## config.mk

```make
export PLATFORM = sky130hd
export DESIGN_NAME = ntm_dot_product_top
export DESIGN_NICKNAME = d
export VERILOG_FILES = /design/src/ntm_pkg.sv /design/src/ntm_dot_product_top.sv /design/src/ntm_modular_multiplier.sv /design/src/ntm_ram_arbiter.sv /design/src/ntm_scalar_product.sv /design/src/ntm_vector_loader.sv /design/src/ntm_vector_ram.sv
export SDC_FILE = /design/constraint.sdc
export NUM_CORES = 1
export LEC_CHECK = 0
export ABC_AREA = 1
export CORE_ASPECT_RATIO = 1.4
export CORE_UTILIZATION = 60
export CTS_CLUSTER_DIAMETER = 60
export DETAILED_ROUTE_END_ITERATION = 10
export DONT_BUFFER_PORTS = 1
export GPL_ROUTABILITY_DRIVEN = 0
export PLACE_DENSITY = 0.77
export SLEW_MARGIN = 20
export SYNTH_ARGS = -nofsm -noshare
export SYNTH_HDL_FRONTEND = slang
export SYNTH_SLANG_ARGS = --single-unit
```

## constraint.sdc

```tcl
create_clock -name CLK -period 7.8 [get_ports CLK]
set_input_delay 1.56 -clock CLK [delete_from_list [all_inputs] [get_ports CLK]]
set_output_delay 1.56 -clock CLK [all_outputs]
set_load 0.02 [all_outputs]
```

## src/ntm_pkg.sv

```systemverilog
`default_nettype none

package ntm_pkg;

  ////////////////////
  // Sizes
  ////////////////////

  // Operand, modulus and result width
  localparam int DATA_SIZE = 16;

  // Index and length width, one bit above the address so 16 fits
  localparam int INDEX_SIZE = 5;

  // Vector RAM geometry
  localparam int VECTOR_DEPTH = 16;
  localparam int ADDR_SIZE    = 4;

  ////////////////////
  // Structs
  ////////////////////

  // One stored element pair
  typedef struct packed {
    logic [DATA_SIZE-1:0] a;
    logic [DATA_SIZE-1:0] b;
  } ntm_pair_t;

  // One RAM access, write when we is set
  typedef struct packed {
    logic                 req;
    logic                 we;
    logic [ADDR_SIZE-1:0] addr;
    ntm_pair_t            pair;
  } ntm_ram_req_t;

  ////////////////////
  // Enums
  ////////////////////

  // Current owner of the RAM port
  typedef enum logic [1:0] {
    GRANT_NONE,
    GRANT_LOADER,
    GRANT_PRODUCT
  } ntm_grant_e;

  // Scalar product engine states
  typedef enum logic [2:0] {
    STARTER_STATE,
    READ_STATE,
    MULTIPLIER_STATE,
    ADDER_STATE,
    ENDER_STATE
  } ntm_product_state_e;

endpackage

`default_nettype wire

```

## src/ntm_dot_product_top.sv

```systemverilog
`timescale 1ns/1ps
`default_nettype none

module ntm_dot_product_top import ntm_pkg::*; (
  input  wire                  CLK,
  input  wire                  RST,
  input  wire                  START,
  input  wire                  DATA_A_IN_ENABLE,
  input  wire                  DATA_B_IN_ENABLE,
  input  wire [DATA_SIZE-1:0]  MODULO_IN,
  input  wire [INDEX_SIZE-1:0] LENGTH_IN,
  input  wire [DATA_SIZE-1:0]  DATA_A_IN,
  input  wire [DATA_SIZE-1:0]  DATA_B_IN,
  output logic                 READY,
  output logic                 DATA_OUT_ENABLE,
  output logic [DATA_SIZE-1:0] DATA_OUT
);

  // RAM port traffic
  ntm_ram_req_t          loader_req;
  ntm_ram_req_t          product_req;
  ntm_ram_req_t          ram_req;
  ntm_grant_e            grant;
  ntm_pair_t             rdata;

  // Stored pairs so far
  logic [INDEX_SIZE-1:0] pair_count;

  ////////////////////
  // Write side
  ////////////////////

  ntm_vector_loader ntm_vector_loader_i (
    .CLK              (CLK),
    .RST              (RST),
    .START            (START),
    .DATA_A_IN_ENABLE (DATA_A_IN_ENABLE),
    .DATA_B_IN_ENABLE (DATA_B_IN_ENABLE),
    .DATA_A_IN        (DATA_A_IN),
    .DATA_B_IN        (DATA_B_IN),
    .ram_req          (loader_req),
    .pair_count       (pair_count)
  );

  // Shared port, loader first
  ntm_ram_arbiter ntm_ram_arbiter_i (
    .loader_req  (loader_req),
    .product_req (product_req),
    .ram_req     (ram_req),
    .grant       (grant)
  );

  ntm_vector_ram ntm_vector_ram_i (
    .CLK   (CLK),
    .req   (ram_req),
    .rdata (rdata)
  );

  ////////////////////
  // Read side
  ////////////////////

  ntm_scalar_product ntm_scalar_product_i (
    .CLK             (CLK),
    .RST             (RST),
    .START           (START),
    .MODULO_IN       (MODULO_IN),
    .LENGTH_IN       (LENGTH_IN),
    .pair_count      (pair_count),
    .grant           (grant),
    .rdata           (rdata),
    .ram_req         (product_req),
    .READY           (READY),
    .DATA_OUT_ENABLE (DATA_OUT_ENABLE),
    .DATA_OUT        (DATA_OUT)
  );

endmodule

`default_nettype wire

```

## src/ntm_modular_multiplier.sv

```systemverilog
`timescale 1ns/1ps
`default_nettype none

module ntm_modular_multiplier import ntm_pkg::*; (
  input  wire                  CLK,
  input  wire                  RST,
  input  wire                  start,
  input  wire [DATA_SIZE-1:0]  modulo,
  input  wire [DATA_SIZE-1:0]  data_a,
  input  wire [DATA_SIZE-1:0]  data_b,
  output logic                 ready,
  output logic [DATA_SIZE-1:0] data_out
);

  // Latched operands
  logic [DATA_SIZE-1:0]  a_q;
  logic [DATA_SIZE-1:0]  b_q;
  logic [DATA_SIZE-1:0]  mod_q;
  logic [DATA_SIZE-1:0]  acc_q;

  // Step control
  logic                  busy;
  logic [INDEX_SIZE-1:0] step_cnt;

  // One extra bit so doubling and adding never wrap
  logic [DATA_SIZE:0]    doubled;
  logic [DATA_SIZE:0]    summed;
  logic [DATA_SIZE-1:0]  acc_next;

  ////////////////////
  // Step datapath
  ////////////////////

  // Horner step over b, MSB first
  always_comb begin
    doubled = {acc_q, 1'b0};
    if (doubled >= {1'b0, mod_q}) begin
      doubled = doubled - {1'b0, mod_q};
    end
    summed = doubled + {1'b0, a_q};
    if (summed >= {1'b0, mod_q}) begin
      summed = summed - {1'b0, mod_q};
    end
    // Add a only for a set bit
    acc_next = b_q[DATA_SIZE-1] ? summed[DATA_SIZE-1:0] : doubled[DATA_SIZE-1:0];
  end

  ////////////////////
  // Control
  ////////////////////

  // DATA_SIZE steps, ready one cycle after the last
  always_ff @(posedge CLK or posedge RST) begin
    if (RST) begin
      busy     <= 1'b0;
      step_cnt <= '0;
      ready    <= 1'b0;
    end else begin
      ready <= 1'b0;
      if (start) begin
        busy     <= 1'b1;
        step_cnt <= INDEX_SIZE'(DATA_SIZE);
      end else if (busy) begin
        step_cnt <= step_cnt - 1'b1;
        // Final bit consumed here
        if (step_cnt == INDEX_SIZE'(1)) begin
          busy  <= 1'b0;
          ready <= 1'b1;
        end
      end
    end
  end

  // Operand capture and shifting
  always_ff @(posedge CLK) begin
    if (start) begin
      a_q   <= data_a;
      b_q   <= data_b;
      mod_q <= modulo;
      acc_q <= '0;
    end else if (busy) begin
      acc_q <= acc_next;
      b_q   <= b_q << 1;
    end
  end

  // Product holds until the next start
  assign data_out = acc_q;

endmodule

`default_nettype wire

```

## src/ntm_ram_arbiter.sv

```systemverilog
`timescale 1ns/1ps
`default_nettype none

module ntm_ram_arbiter import ntm_pkg::*; (
  input  wire ntm_ram_req_t loader_req,
  input  wire ntm_ram_req_t product_req,
  output ntm_ram_req_t      ram_req,
  output ntm_grant_e        grant
);

  ////////////////////
  // Fixed priority
  ////////////////////

  // Loader always wins, strobes upstream cannot wait
  // Engine keeps its request up and retries on a lost cycle
  always_comb begin
    if (loader_req.req) begin
      ram_req = loader_req;
      grant   = GRANT_LOADER;
    end else if (product_req.req) begin
      ram_req = product_req;
      grant   = GRANT_PRODUCT;
    end else begin
      // Idle port, nothing forwarded
      ram_req = '0;
      grant   = GRANT_NONE;
    end
  end

endmodule

`default_nettype wire

```

## src/ntm_scalar_product.sv

```systemverilog
`timescale 1ns/1ps
`default_nettype none

module ntm_scalar_product import ntm_pkg::*; (
  input  wire                   CLK,
  input  wire                   RST,
  input  wire                   START,
  input  wire [DATA_SIZE-1:0]   MODULO_IN,
  input  wire [INDEX_SIZE-1:0]  LENGTH_IN,
  input  wire [INDEX_SIZE-1:0]  pair_count,
  input  wire ntm_grant_e       grant,
  input  wire ntm_pair_t        rdata,
  output ntm_ram_req_t          ram_req,
  output logic                  READY,
  output logic                  DATA_OUT_ENABLE,
  output logic [DATA_SIZE-1:0]  DATA_OUT
);

  // FSM and loop state
  ntm_product_state_e    state_q;
  logic [INDEX_SIZE-1:0] index_q;
  logic [INDEX_SIZE-1:0] next_index;
  logic [INDEX_SIZE-1:0] length_q;
  logic [DATA_SIZE-1:0]  modulo_q;

  // Read granted last cycle, so rdata is valid now
  logic                  read_done;

  // Multiplier hookup
  logic                  mul_ready;
  logic [DATA_SIZE-1:0]  mul_data;

  // Modular add of accumulator and product
  logic [DATA_SIZE:0]    sum;
  logic [DATA_SIZE-1:0]  sum_red;

  assign next_index = index_q + 1'b1;

  always_comb begin
    sum     = {1'b0, DATA_OUT} + {1'b0, mul_data};
    sum_red = (sum >= {1'b0, modulo_q}) ? DATA_SIZE'(sum - {1'b0, modulo_q})
                                        : sum[DATA_SIZE-1:0];
  end

  ////////////////////
  // RAM read request
  ////////////////////

  // Only ask for elements the loader has already stored
  assign ram_req.req  = (state_q == READ_STATE) && (index_q < pair_count);
  assign ram_req.we   = 1'b0;
  assign ram_req.addr = index_q[ADDR_SIZE-1:0];
  assign ram_req.pair = '0;

  ////////////////////
  // FSM
  ////////////////////

  always_ff @(posedge CLK or posedge RST) begin
    if (RST) begin
      state_q         <= STARTER_STATE;
      index_q         <= '0;
      length_q        <= '0;
      modulo_q        <= '0;
      read_done       <= 1'b0;
      READY           <= 1'b0;
      DATA_OUT_ENABLE <= 1'b0;
      DATA_OUT        <= '0;
    end else begin
      // Pulses by default
      READY           <= 1'b0;
      DATA_OUT_ENABLE <= 1'b0;
      read_done       <= 1'b0;
      case (state_q)
        STARTER_STATE: begin
          // START only counts while idle
          if (START) begin
            modulo_q <= MODULO_IN;
            length_q <= LENGTH_IN;
            index_q  <= '0;
            DATA_OUT <= '0;
            state_q  <= (LENGTH_IN == '0) ? ENDER_STATE : READ_STATE;
          end
        end
        READ_STATE: begin
          // Loader may steal the port, request stays up
          if (ram_req.req && grant == GRANT_PRODUCT) begin
            read_done <= 1'b1;
            state_q   <= MULTIPLIER_STATE;
          end
        end
        MULTIPLIER_STATE: begin
          if (mul_ready) begin
            state_q <= ADDER_STATE;
          end
        end
        ADDER_STATE: begin
          // New partial sum and its strobe together
          DATA_OUT        <= sum_red;
          DATA_OUT_ENABLE <= 1'b1;
          index_q         <= next_index;
          state_q         <= (next_index == length_q) ? ENDER_STATE : READ_STATE;
        end
        ENDER_STATE: begin
          READY   <= 1'b1;
          state_q <= STARTER_STATE;
        end
        default: begin
          state_q <= STARTER_STATE;
        end
      endcase
    end
  end

  // Pair from RAM fed straight in
  ntm_modular_multiplier ntm_modular_multiplier_i (
    .CLK      (CLK),
    .RST      (RST),
    .start    (read_done),
    .modulo   (modulo_q),
    .data_a   (rdata.a),
    .data_b   (rdata.b),
    .ready    (mul_ready),
    .data_out (mul_data)
  );

endmodule

`default_nettype wire

```

## src/ntm_vector_loader.sv

```systemverilog
`timescale 1ns/1ps
`default_nettype none

module ntm_vector_loader import ntm_pkg::*; (
  input  wire                   CLK,
  input  wire                   RST,
  input  wire                   START,
  input  wire                   DATA_A_IN_ENABLE,
  input  wire                   DATA_B_IN_ENABLE,
  input  wire [DATA_SIZE-1:0]   DATA_A_IN,
  input  wire [DATA_SIZE-1:0]   DATA_B_IN,
  output ntm_ram_req_t          ram_req,
  output logic [INDEX_SIZE-1:0] pair_count
);

  // Half-full holding registers
  logic [DATA_SIZE-1:0] a_q;
  logic [DATA_SIZE-1:0] b_q;
  logic                 have_a;
  logic                 have_b;

  // Completed pair waiting for its write cycle
  ntm_pair_t            wr_pair;
  logic                 wr_valid;

  // Pair closes when both sides are held or arriving
  logic                 complete;

  assign complete = (have_a | DATA_A_IN_ENABLE) & (have_b | DATA_B_IN_ENABLE);

  ////////////////////
  // Pairing
  ////////////////////

  always_ff @(posedge CLK or posedge RST) begin
    if (RST) begin
      have_a     <= 1'b0;
      have_b     <= 1'b0;
      wr_valid   <= 1'b0;
      pair_count <= '0;
    end else if (START) begin
      // New vector, forget everything held
      have_a     <= 1'b0;
      have_b     <= 1'b0;
      wr_valid   <= 1'b0;
      pair_count <= '0;
    end else begin
      wr_valid <= complete;
      // Count advances with each write issued
      if (wr_valid) begin
        pair_count <= pair_count + 1'b1;
      end
      // Held value goes first, a second strobe on the same side stays behind
      have_a <= complete ? (have_a & DATA_A_IN_ENABLE) : (have_a | DATA_A_IN_ENABLE);
      have_b <= complete ? (have_b & DATA_B_IN_ENABLE) : (have_b | DATA_B_IN_ENABLE);
    end
  end

  // Payload path
  always_ff @(posedge CLK) begin
    if (complete) begin
      wr_pair.a <= have_a ? a_q : DATA_A_IN;
      wr_pair.b <= have_b ? b_q : DATA_B_IN;
    end
    if (DATA_A_IN_ENABLE) begin
      a_q <= DATA_A_IN;
    end
    if (DATA_B_IN_ENABLE) begin
      b_q <= DATA_B_IN;
    end
  end

  // Write goes out in the cycle after the completing strobe
  assign ram_req.req  = wr_valid;
  assign ram_req.we   = 1'b1;
  assign ram_req.addr = pair_count[ADDR_SIZE-1:0];
  assign ram_req.pair = wr_pair;

endmodule

`default_nettype wire

```

## src/ntm_vector_ram.sv

```systemverilog
`timescale 1ns/1ps
`default_nettype none

module ntm_vector_ram import ntm_pkg::*; (
  input  wire          CLK,
  input  wire ntm_ram_req_t req,
  output ntm_pair_t    rdata
);

  // Pair storage, one entry per element index
  ntm_pair_t mem [VECTOR_DEPTH];

  ////////////////////
  // Single port
  ////////////////////

  // Write has the port when we is set
  // Read data lands one cycle after the request
  always_ff @(posedge CLK) begin
    if (req.req) begin
      if (req.we) begin
        mem[req.addr] <= req.pair;
      end else begin
        rdata <= mem[req.addr];
      end
    end
  end

endmodule

`default_nettype wire

```

# Word-level counts from Yosys, hierarchy flattened
# Memories as Yosys holds them, arrays and structs flattened. A register that Yosys moved wholly into a read port is not among the register bits.
# Index checks and enable logic that the tools add are counted.
[totals]
in_bits = 58
ram_bits = 512
reg_bits = 191
mem_count = 1
word_cells = 107
out_inout_bits = 18
[classes]
bitwise_logic = 6
muxes = 44
add_sub_neg = 8
eq_ne = 10
reduce_logical = 11
order_cmp = 4
[memory_table]
columns = ["memory", "depth", "width", "read_ports", "rd_clocked_by_memory_dff", "wr", "line_no", "source"]
rows = [
  ["ntm_vector_ram_i.mem", 16, 32, 1, 1, 1, "ntm_vector_ram.sv:11", "ntm_pair_t mem [VECTOR_DEPTH];"],
]
[op_table]
columns = ["cell", "count"]
rows = [
  ["$mux W16", 8],
  ["$mux W38", 2],
  ["$ge A17 B16 Y1", 3],
  ["$pmux W16 S2", 1],
  ["$sub A16 B16 Y16", 2],
  ["$mux W5", 5],
  ["$mux W1", 18],
  ["$add A16 B16 Y17", 1],
  ["$add A17 B16 Y17", 1],
  ["$mux W17", 1],
  ["$sub A17 B16 Y17", 1],
  ["$mux W3", 5],
  ["$pmux W3 S4", 1],
  ["$add A5 B1 Y5 const B", 2],
  ["$pmux W5 S2", 1],
  ["$eq A3 B2 Y1 const B", 2],
  ["$ne A2 B2 Y1 const B", 3],
  ["$reduce_and A2 Y1", 3],
  ["$reduce_bool A2 Y1", 3],
  ["$eq A5 B1 Y1 const B", 1],
  ["$eq A5 B5 Y1", 1],
  ["$logic_not A5 Y1", 1],
  ["$lt A5 B5 Y1", 1],
  ["$sub A5 B1 Y5 const B", 1],
  ["10 further kinds", 15],
]

# Depth between registers and ports, before layout
[depth]
word_depth = 8
ltp_mapped = 37

# Modules after synthesis
# Synthesis repeated with hierarchy kept, for this count alone.
[unflattened]
hier_cells = 3962
hier_area_um2 = 36361.1
[modules_own_cells]
columns = ["module", "area_each_um2", "seq_area_each_um2", "cells_each", "instances"]
rows = [
  ["ntm_vector_ram", 22549.1, 16335.7, 2117, 1],
  ["ntm_modular_multiplier", 5881.9, 1936.9, 798, 1],
  ["ntm_scalar_product", 4588.2, 1201.2, 699, 1],
  ["ntm_vector_loader", 2763.9, 2122.0, 220, 1],
  ["ntm_ram_arbiter", 578.1, 0.0, 128, 1],
]

# Worst setup path before layout
# OpenSTA, ideal clock, no wires.
[synth_path]
kind = "register to register"
start = "reg ntm_scalar_product_i.ntm_modular_multiplier_i.mod_q[1]"
end = "reg ntm_scalar_product_i.ntm_modular_multiplier_i.acc_q[5] (netlist: ntm_scalar_product_i.ntm_modular_multiplier_i.data_out[5])"
setup_ps = 70
arrival_time_ps = 4641
synth_period_minus_slack_ps = 4711
path_stages_with_launch = 32
path_buffers = 2
path_slack_ps = 3089
cell_sequence = "edfxtp_1 -> inv_1 -> ha_1 -> ha_1 -> nand2_1 -> nor2_1 -> nand4_1 -> nand4_1 -> nor2_4 -> inv_1 -> buf_2 -> o21ai_1 -> inv_1 -> ha_1 -> nand2_1 -> inv_1 -> a21oi_1 -> nand2_1 -> a21oi_1 -> xor2_1 -> inv_1 -> ha_1 -> a21oi_1 -> o21ai_0 -> a21oi_1 -> nand2_1 -> nand2_1 -> nand4_2 -> buf_2 -> nand2_1 -> nand3_1 -> a21oi_1"
[synth_between]
elab_chain_cells = 6
word_cells_on_any_way = 8
classes_between = "add/sub (3); order compare (2); mux (3)"
[synth_lines]
columns = ["item", "line_no", "source"]
rows = [
  ["start, declared", "ntm_modular_multiplier.sv:18", "logic [DATA_SIZE-1:0] mod_q;"],
  ["start signal, assigned", "ntm_modular_multiplier.sv:79", "mod_q <= modulo;"],
  ["$sub A17 B16 Y17 or $ge A17 B16 Y1 (tied branches)", "ntm_modular_multiplier.sv:38, ntm_modular_multiplier.sv:37", ""],
  ["$mux W17", "ntm_modular_multiplier.sv:37", "if (doubled >= {1'b0, mod_q}) begin"],
  ["$add A17 B16 Y17", "ntm_modular_multiplier.sv:40", "summed = doubled + {1'b0, a_q};"],
  ["$sub A16 B16 Y16 or $ge A17 B16 Y1 (tied branches)", "ntm_modular_multiplier.sv:42, ntm_modular_multiplier.sv:41", ""],
  ["$mux W16", "ntm_modular_multiplier.sv:41", "if (summed >= {1'b0, mod_q}) begin"],
  ["$mux W16 *", "ntm_modular_multiplier.sv:45", "acc_next = b_q[DATA_SIZE-1] ? summed[DATA_SIZE-1:0] : doubled[DATA_SIZE-1:0];"],
  ["end signal, assigned", "ntm_modular_multiplier.sv:82", "acc_q <= acc_next;"],
  ["end, declared", "ntm_modular_multiplier.sv:19", "logic [DATA_SIZE-1:0] acc_q;"],
]
# Mark *: on every way between the ends. The rest lies on a longest branch, timed or not.
# A chain may end at the register's enable or synchronous reset.

# Final worst setup path
[layout_path]
start = "reg ntm_scalar_product_i.ntm_modular_multiplier_i.mod_q[8]"
end = "reg ntm_scalar_product_i.ntm_modular_multiplier_i.acc_q[11] (netlist: ntm_scalar_product_i.ntm_modular_multiplier_i.data_out[11])"
# Same word-level chain as after synthesis.

==> impl_metrics.env <==
export IMPL_ys_types=46
export IMPL_setup_worst_path_end_class="register"
export IMPL_htreeDepth=3
export IMPL_ys_seq_area_share_pct=63.4
export IMPL_dr_total_vias=24300
export IMPL_crit_required_ns=8.34
export IMPL_drcViolationCount=0
export IMPL_grt_pass1_vias=23700
export IMPL_cpMostUsedCell="nand2_1"
export IMPL_synth_avg_cell_area_um2=9.73
export IMPL_fin_skew_ns=0.0205
export IMPL_clk_latency_ns=0.62
export IMPL_path_class="register to register"
export IMPL_grt_overflow=0
export IMPL_numCtsBuffers=70
export IMPL_cp_slowest_cell="inv_1"
export IMPL_firstDrtPassIters=8
export IMPL_numPortBuffers=0
export IMPL_drv_slew=0
export IMPL_cts_repair_resized=0
export IMPL_syn_cell_area_mm2=0.0340
export IMPL_cts_sinks=735
export IMPL_die_area_mm2=0.0577
export IMPL_area_growth_syn_to_layout_pct=9.13
export IMPL_finalCritPeriodShare_pct=83.9
export IMPL_initial_core_util_pct=61.2
export IMPL_grt_pass1_wl_mm=132
export IMPL_antenna_found_initial=1
export IMPL_slew_headroom_pct=23.6
export IMPL_ctsHoldBuffers=0
export IMPL_drive_gt1_share_pct=5.34
export IMPL_clockBufferDepth=3
export IMPL_ant_nets=0
export IMPL_clkTransAtPathRegs_ns=0.06
export IMPL_nNetsFinal=3639
export IMPL_io_pins=76
export IMPL_synth_edf_count=656
export IMPL_core_mm2=0.0556
export IMPL_cts_root_buf="clkbuf_16"
export IMPL_rsz0062_at_grt="false"
export IMPL_dp_final_hpwl_mm=51.4
export IMPL_fmax_ghz=0.153
export IMPL_synth_warnings=0
export IMPL_ys_ff_latch=735
export IMPL_wire_per_inst_um=20.2
export IMPL_postRouteWirelength_mm=86.4
export IMPL_grt_use_total_pct=30.4
export IMPL_maxCapViolCount=0
export IMPL_synthCells=3497
export IMPL_first_iter_violations=2298
export IMPL_rows=102
export IMPL_die_w_um=203
export IMPL_worst_pin_slew_ns=1.13
export IMPL_finalHoldViolations=0
export IMPL_status="finished clean"
export IMPL_worstHoldPathType="register to register"
export IMPL_cpPeakStageDelay_ns=0.61
export IMPL_start_kind="register"
export IMPL_synth_main_ff_cell="edfxtp_1"
export IMPL_vias_per_cell=5.69
export IMPL_cts_tree="yes"
export IMPL_fp_dieH_um=284
export IMPL_critPathMaxFanout=26
export IMPL_arrival_ns=7.09
export IMPL_num_antenna_cells=0
export IMPL_post_cts_buffers=0
export IMPL_async_reset_ff_share_pct=8.57
export IMPL_finalCriticalPeriod_ns=6.54
export IMPL_fin_tns_setup_ns=0
export IMPL_setup_viol=0
export IMPL_synth_nets=3649
export IMPL_grt_max_degree=75
cell usage in the layout (no fill, tap or decap), types with 10 or more instances in the layout:
cell type,instances
a21oi_1,118
clkbuf_1,11
nor2_1,86
clkinv_1,16
ha_1,89
nand3_1,162
clkinv_2,10
xnor2_1,22
clkbuf_16,71
o21ai_0,96
nor3_1,15
edfxtp_1,656
buf_4,37
dfxtp_1,16
xor2_1,39
inv_1,314
dfrtp_1,61
nor2_4,23
nand2_1,1568
nand4_1,25
metal layers:
layer  GRT usage (%)  wire, µm  vias to the layer above
li1                -         -                    11500
met1            35.5     30700                    11200
met2            51.4     42700                     1247
met3            5.76      7510                      338
met4            19.2      5430                        0
met5               0         0                        -
path summary, 6_finish.rpt:
check | start | to | slack, ns | depth (start not counted)
max in group asynchronous | RST | ntm_scalar_product_i.read_done | 6.02 | 2
min in group asynchronous | RST | ntm_scalar_product_i.modulo_q[3] | 1.07 | 2
worst max-delay path | register | register | 1.26 | 31
worst max register to register | register | register | 1.26 | 31
worst min register to register | ntm_vector_ram_i.rdata[25] | register | 0.42 | 0
worst min-delay path | ntm_vector_ram_i.rdata[25] | register | 0.42 | 0
metrics by stage:
stage	instances	hold WS (ns)	instance area, µm²	worst slack, ns	util (%)
CTS	4270	0.418	37100	1.39	66.7
detailed placement	4143	0.405	34900	1.45	62.7
global placement	4143	0.403	34900	1.55	62.7
finish	4270	0.418	37100	1.26	66.8
global route	4270	0.421	37100	0.618	66.8
floorplan	3497	0.400	34000	3.09	-
synth_stat cells, types with 3 or more instances:
master	count	share of area [%]
o21ai_1	5	0.074
clkbuf_1	64	0.71
dfxtp_1	16	0.94
inv_1	315	3.5
o21a_1	4	0.088
ha_1	89	3.3
a21boi_0	3	0.066
mux2_2	4	0.13
nand3b_1	3	0.066
buf_2	46	0.68
xnor2_1	22	0.57
o211ai_1	7	0.15
nor4_1	6	0.11
nor3_1	15	0.22
fa_1	5	0.29
xor2_1	39	1.0
nand4_1	25	0.46
nor2_1	107	1.2
a21oi_1	118	1.7
or2_2	8	0.15
and2_1	3	0.055
dfrtp_1	63	4.6
o21bai_1	6	0.13
o22ai_1	7	0.13
buf_1	7	0.077
o21ai_0	96	1.4
clkinv_1	3	0.033
nand2_1	1569	17
nand3_1	162	2.4
edfxtp_1	656	58
area by class of cell:
cell class / count / area [µm²]
multi-input combinational: 2325 / 10900
fill: 4168 / 18500
sequential: 735 / 21600
timing repair buffer: 37 / 278
clock buffer: 87 / 1890
inverter: 318 / 1190
tap: 728 / 911
clock inverter: 40 / 372
worst max-delay path, delay by kind of cell (launching register included):
kind,cells,cell delay [ns]
adder cells (fa/ha/maj),3,1.15
buffers and inverters,4,0.82
AO/OA/AOI/OAI,7,1.21
flip-flops,1,0.32
AND/OR/NAND/NOR,17,2.98
cell families (layout without fill, tap and decap cells):
family | count (synthesis) | count (layout) | share of synthesized area [%]
compound gates | 257 | 257 | 4.06
xor+xnor | 61 | 61 | 1.57
fa+ha+maj | 94 | 94 | 3.57
buf+inv | 437 | 482 | 5.01
flops | 735 | 735 | 63.4
mux | 4 | 4 | 0.132
simple gates | 1909 | 1909 | 22.2
registers in the layout, summed over array words and instances (netlist names), 3 cells and up:
register                                                flops
ntm_vector_ram_i.mem                                      512
ntm_vector_loader_i.ram_req                                32
ntm_vector_ram_i.rdata                                     32
ntm_scalar_product_i.DATA_OUT                              16
ntm_scalar_product_i.modulo_q                              16
ntm_scalar_product_i.ntm_modular_multiplier_i.a_q          16
ntm_scalar_product_i.ntm_modular_multiplier_i.b_q          16
ntm_scalar_product_i.ntm_modular_multiplier_i.data_out     16
ntm_scalar_product_i.ntm_modular_multiplier_i.mod_q        16
ntm_vector_loader_i.a_q                                    16
ntm_vector_loader_i.b_q                                    16
ntm_scalar_product_i.index_q                                5
ntm_scalar_product_i.length_q                               5
ntm_scalar_product_i.ntm_modular_multiplier_i.step_cnt      5
ntm_vector_loader_i.pair_count                              5
ntm_scalar_product_i.state_q                                3
Power is left out: the tool's default activity adds up to more than one toggle a clock period on the data nets, which glitch-free logic cannot reach.
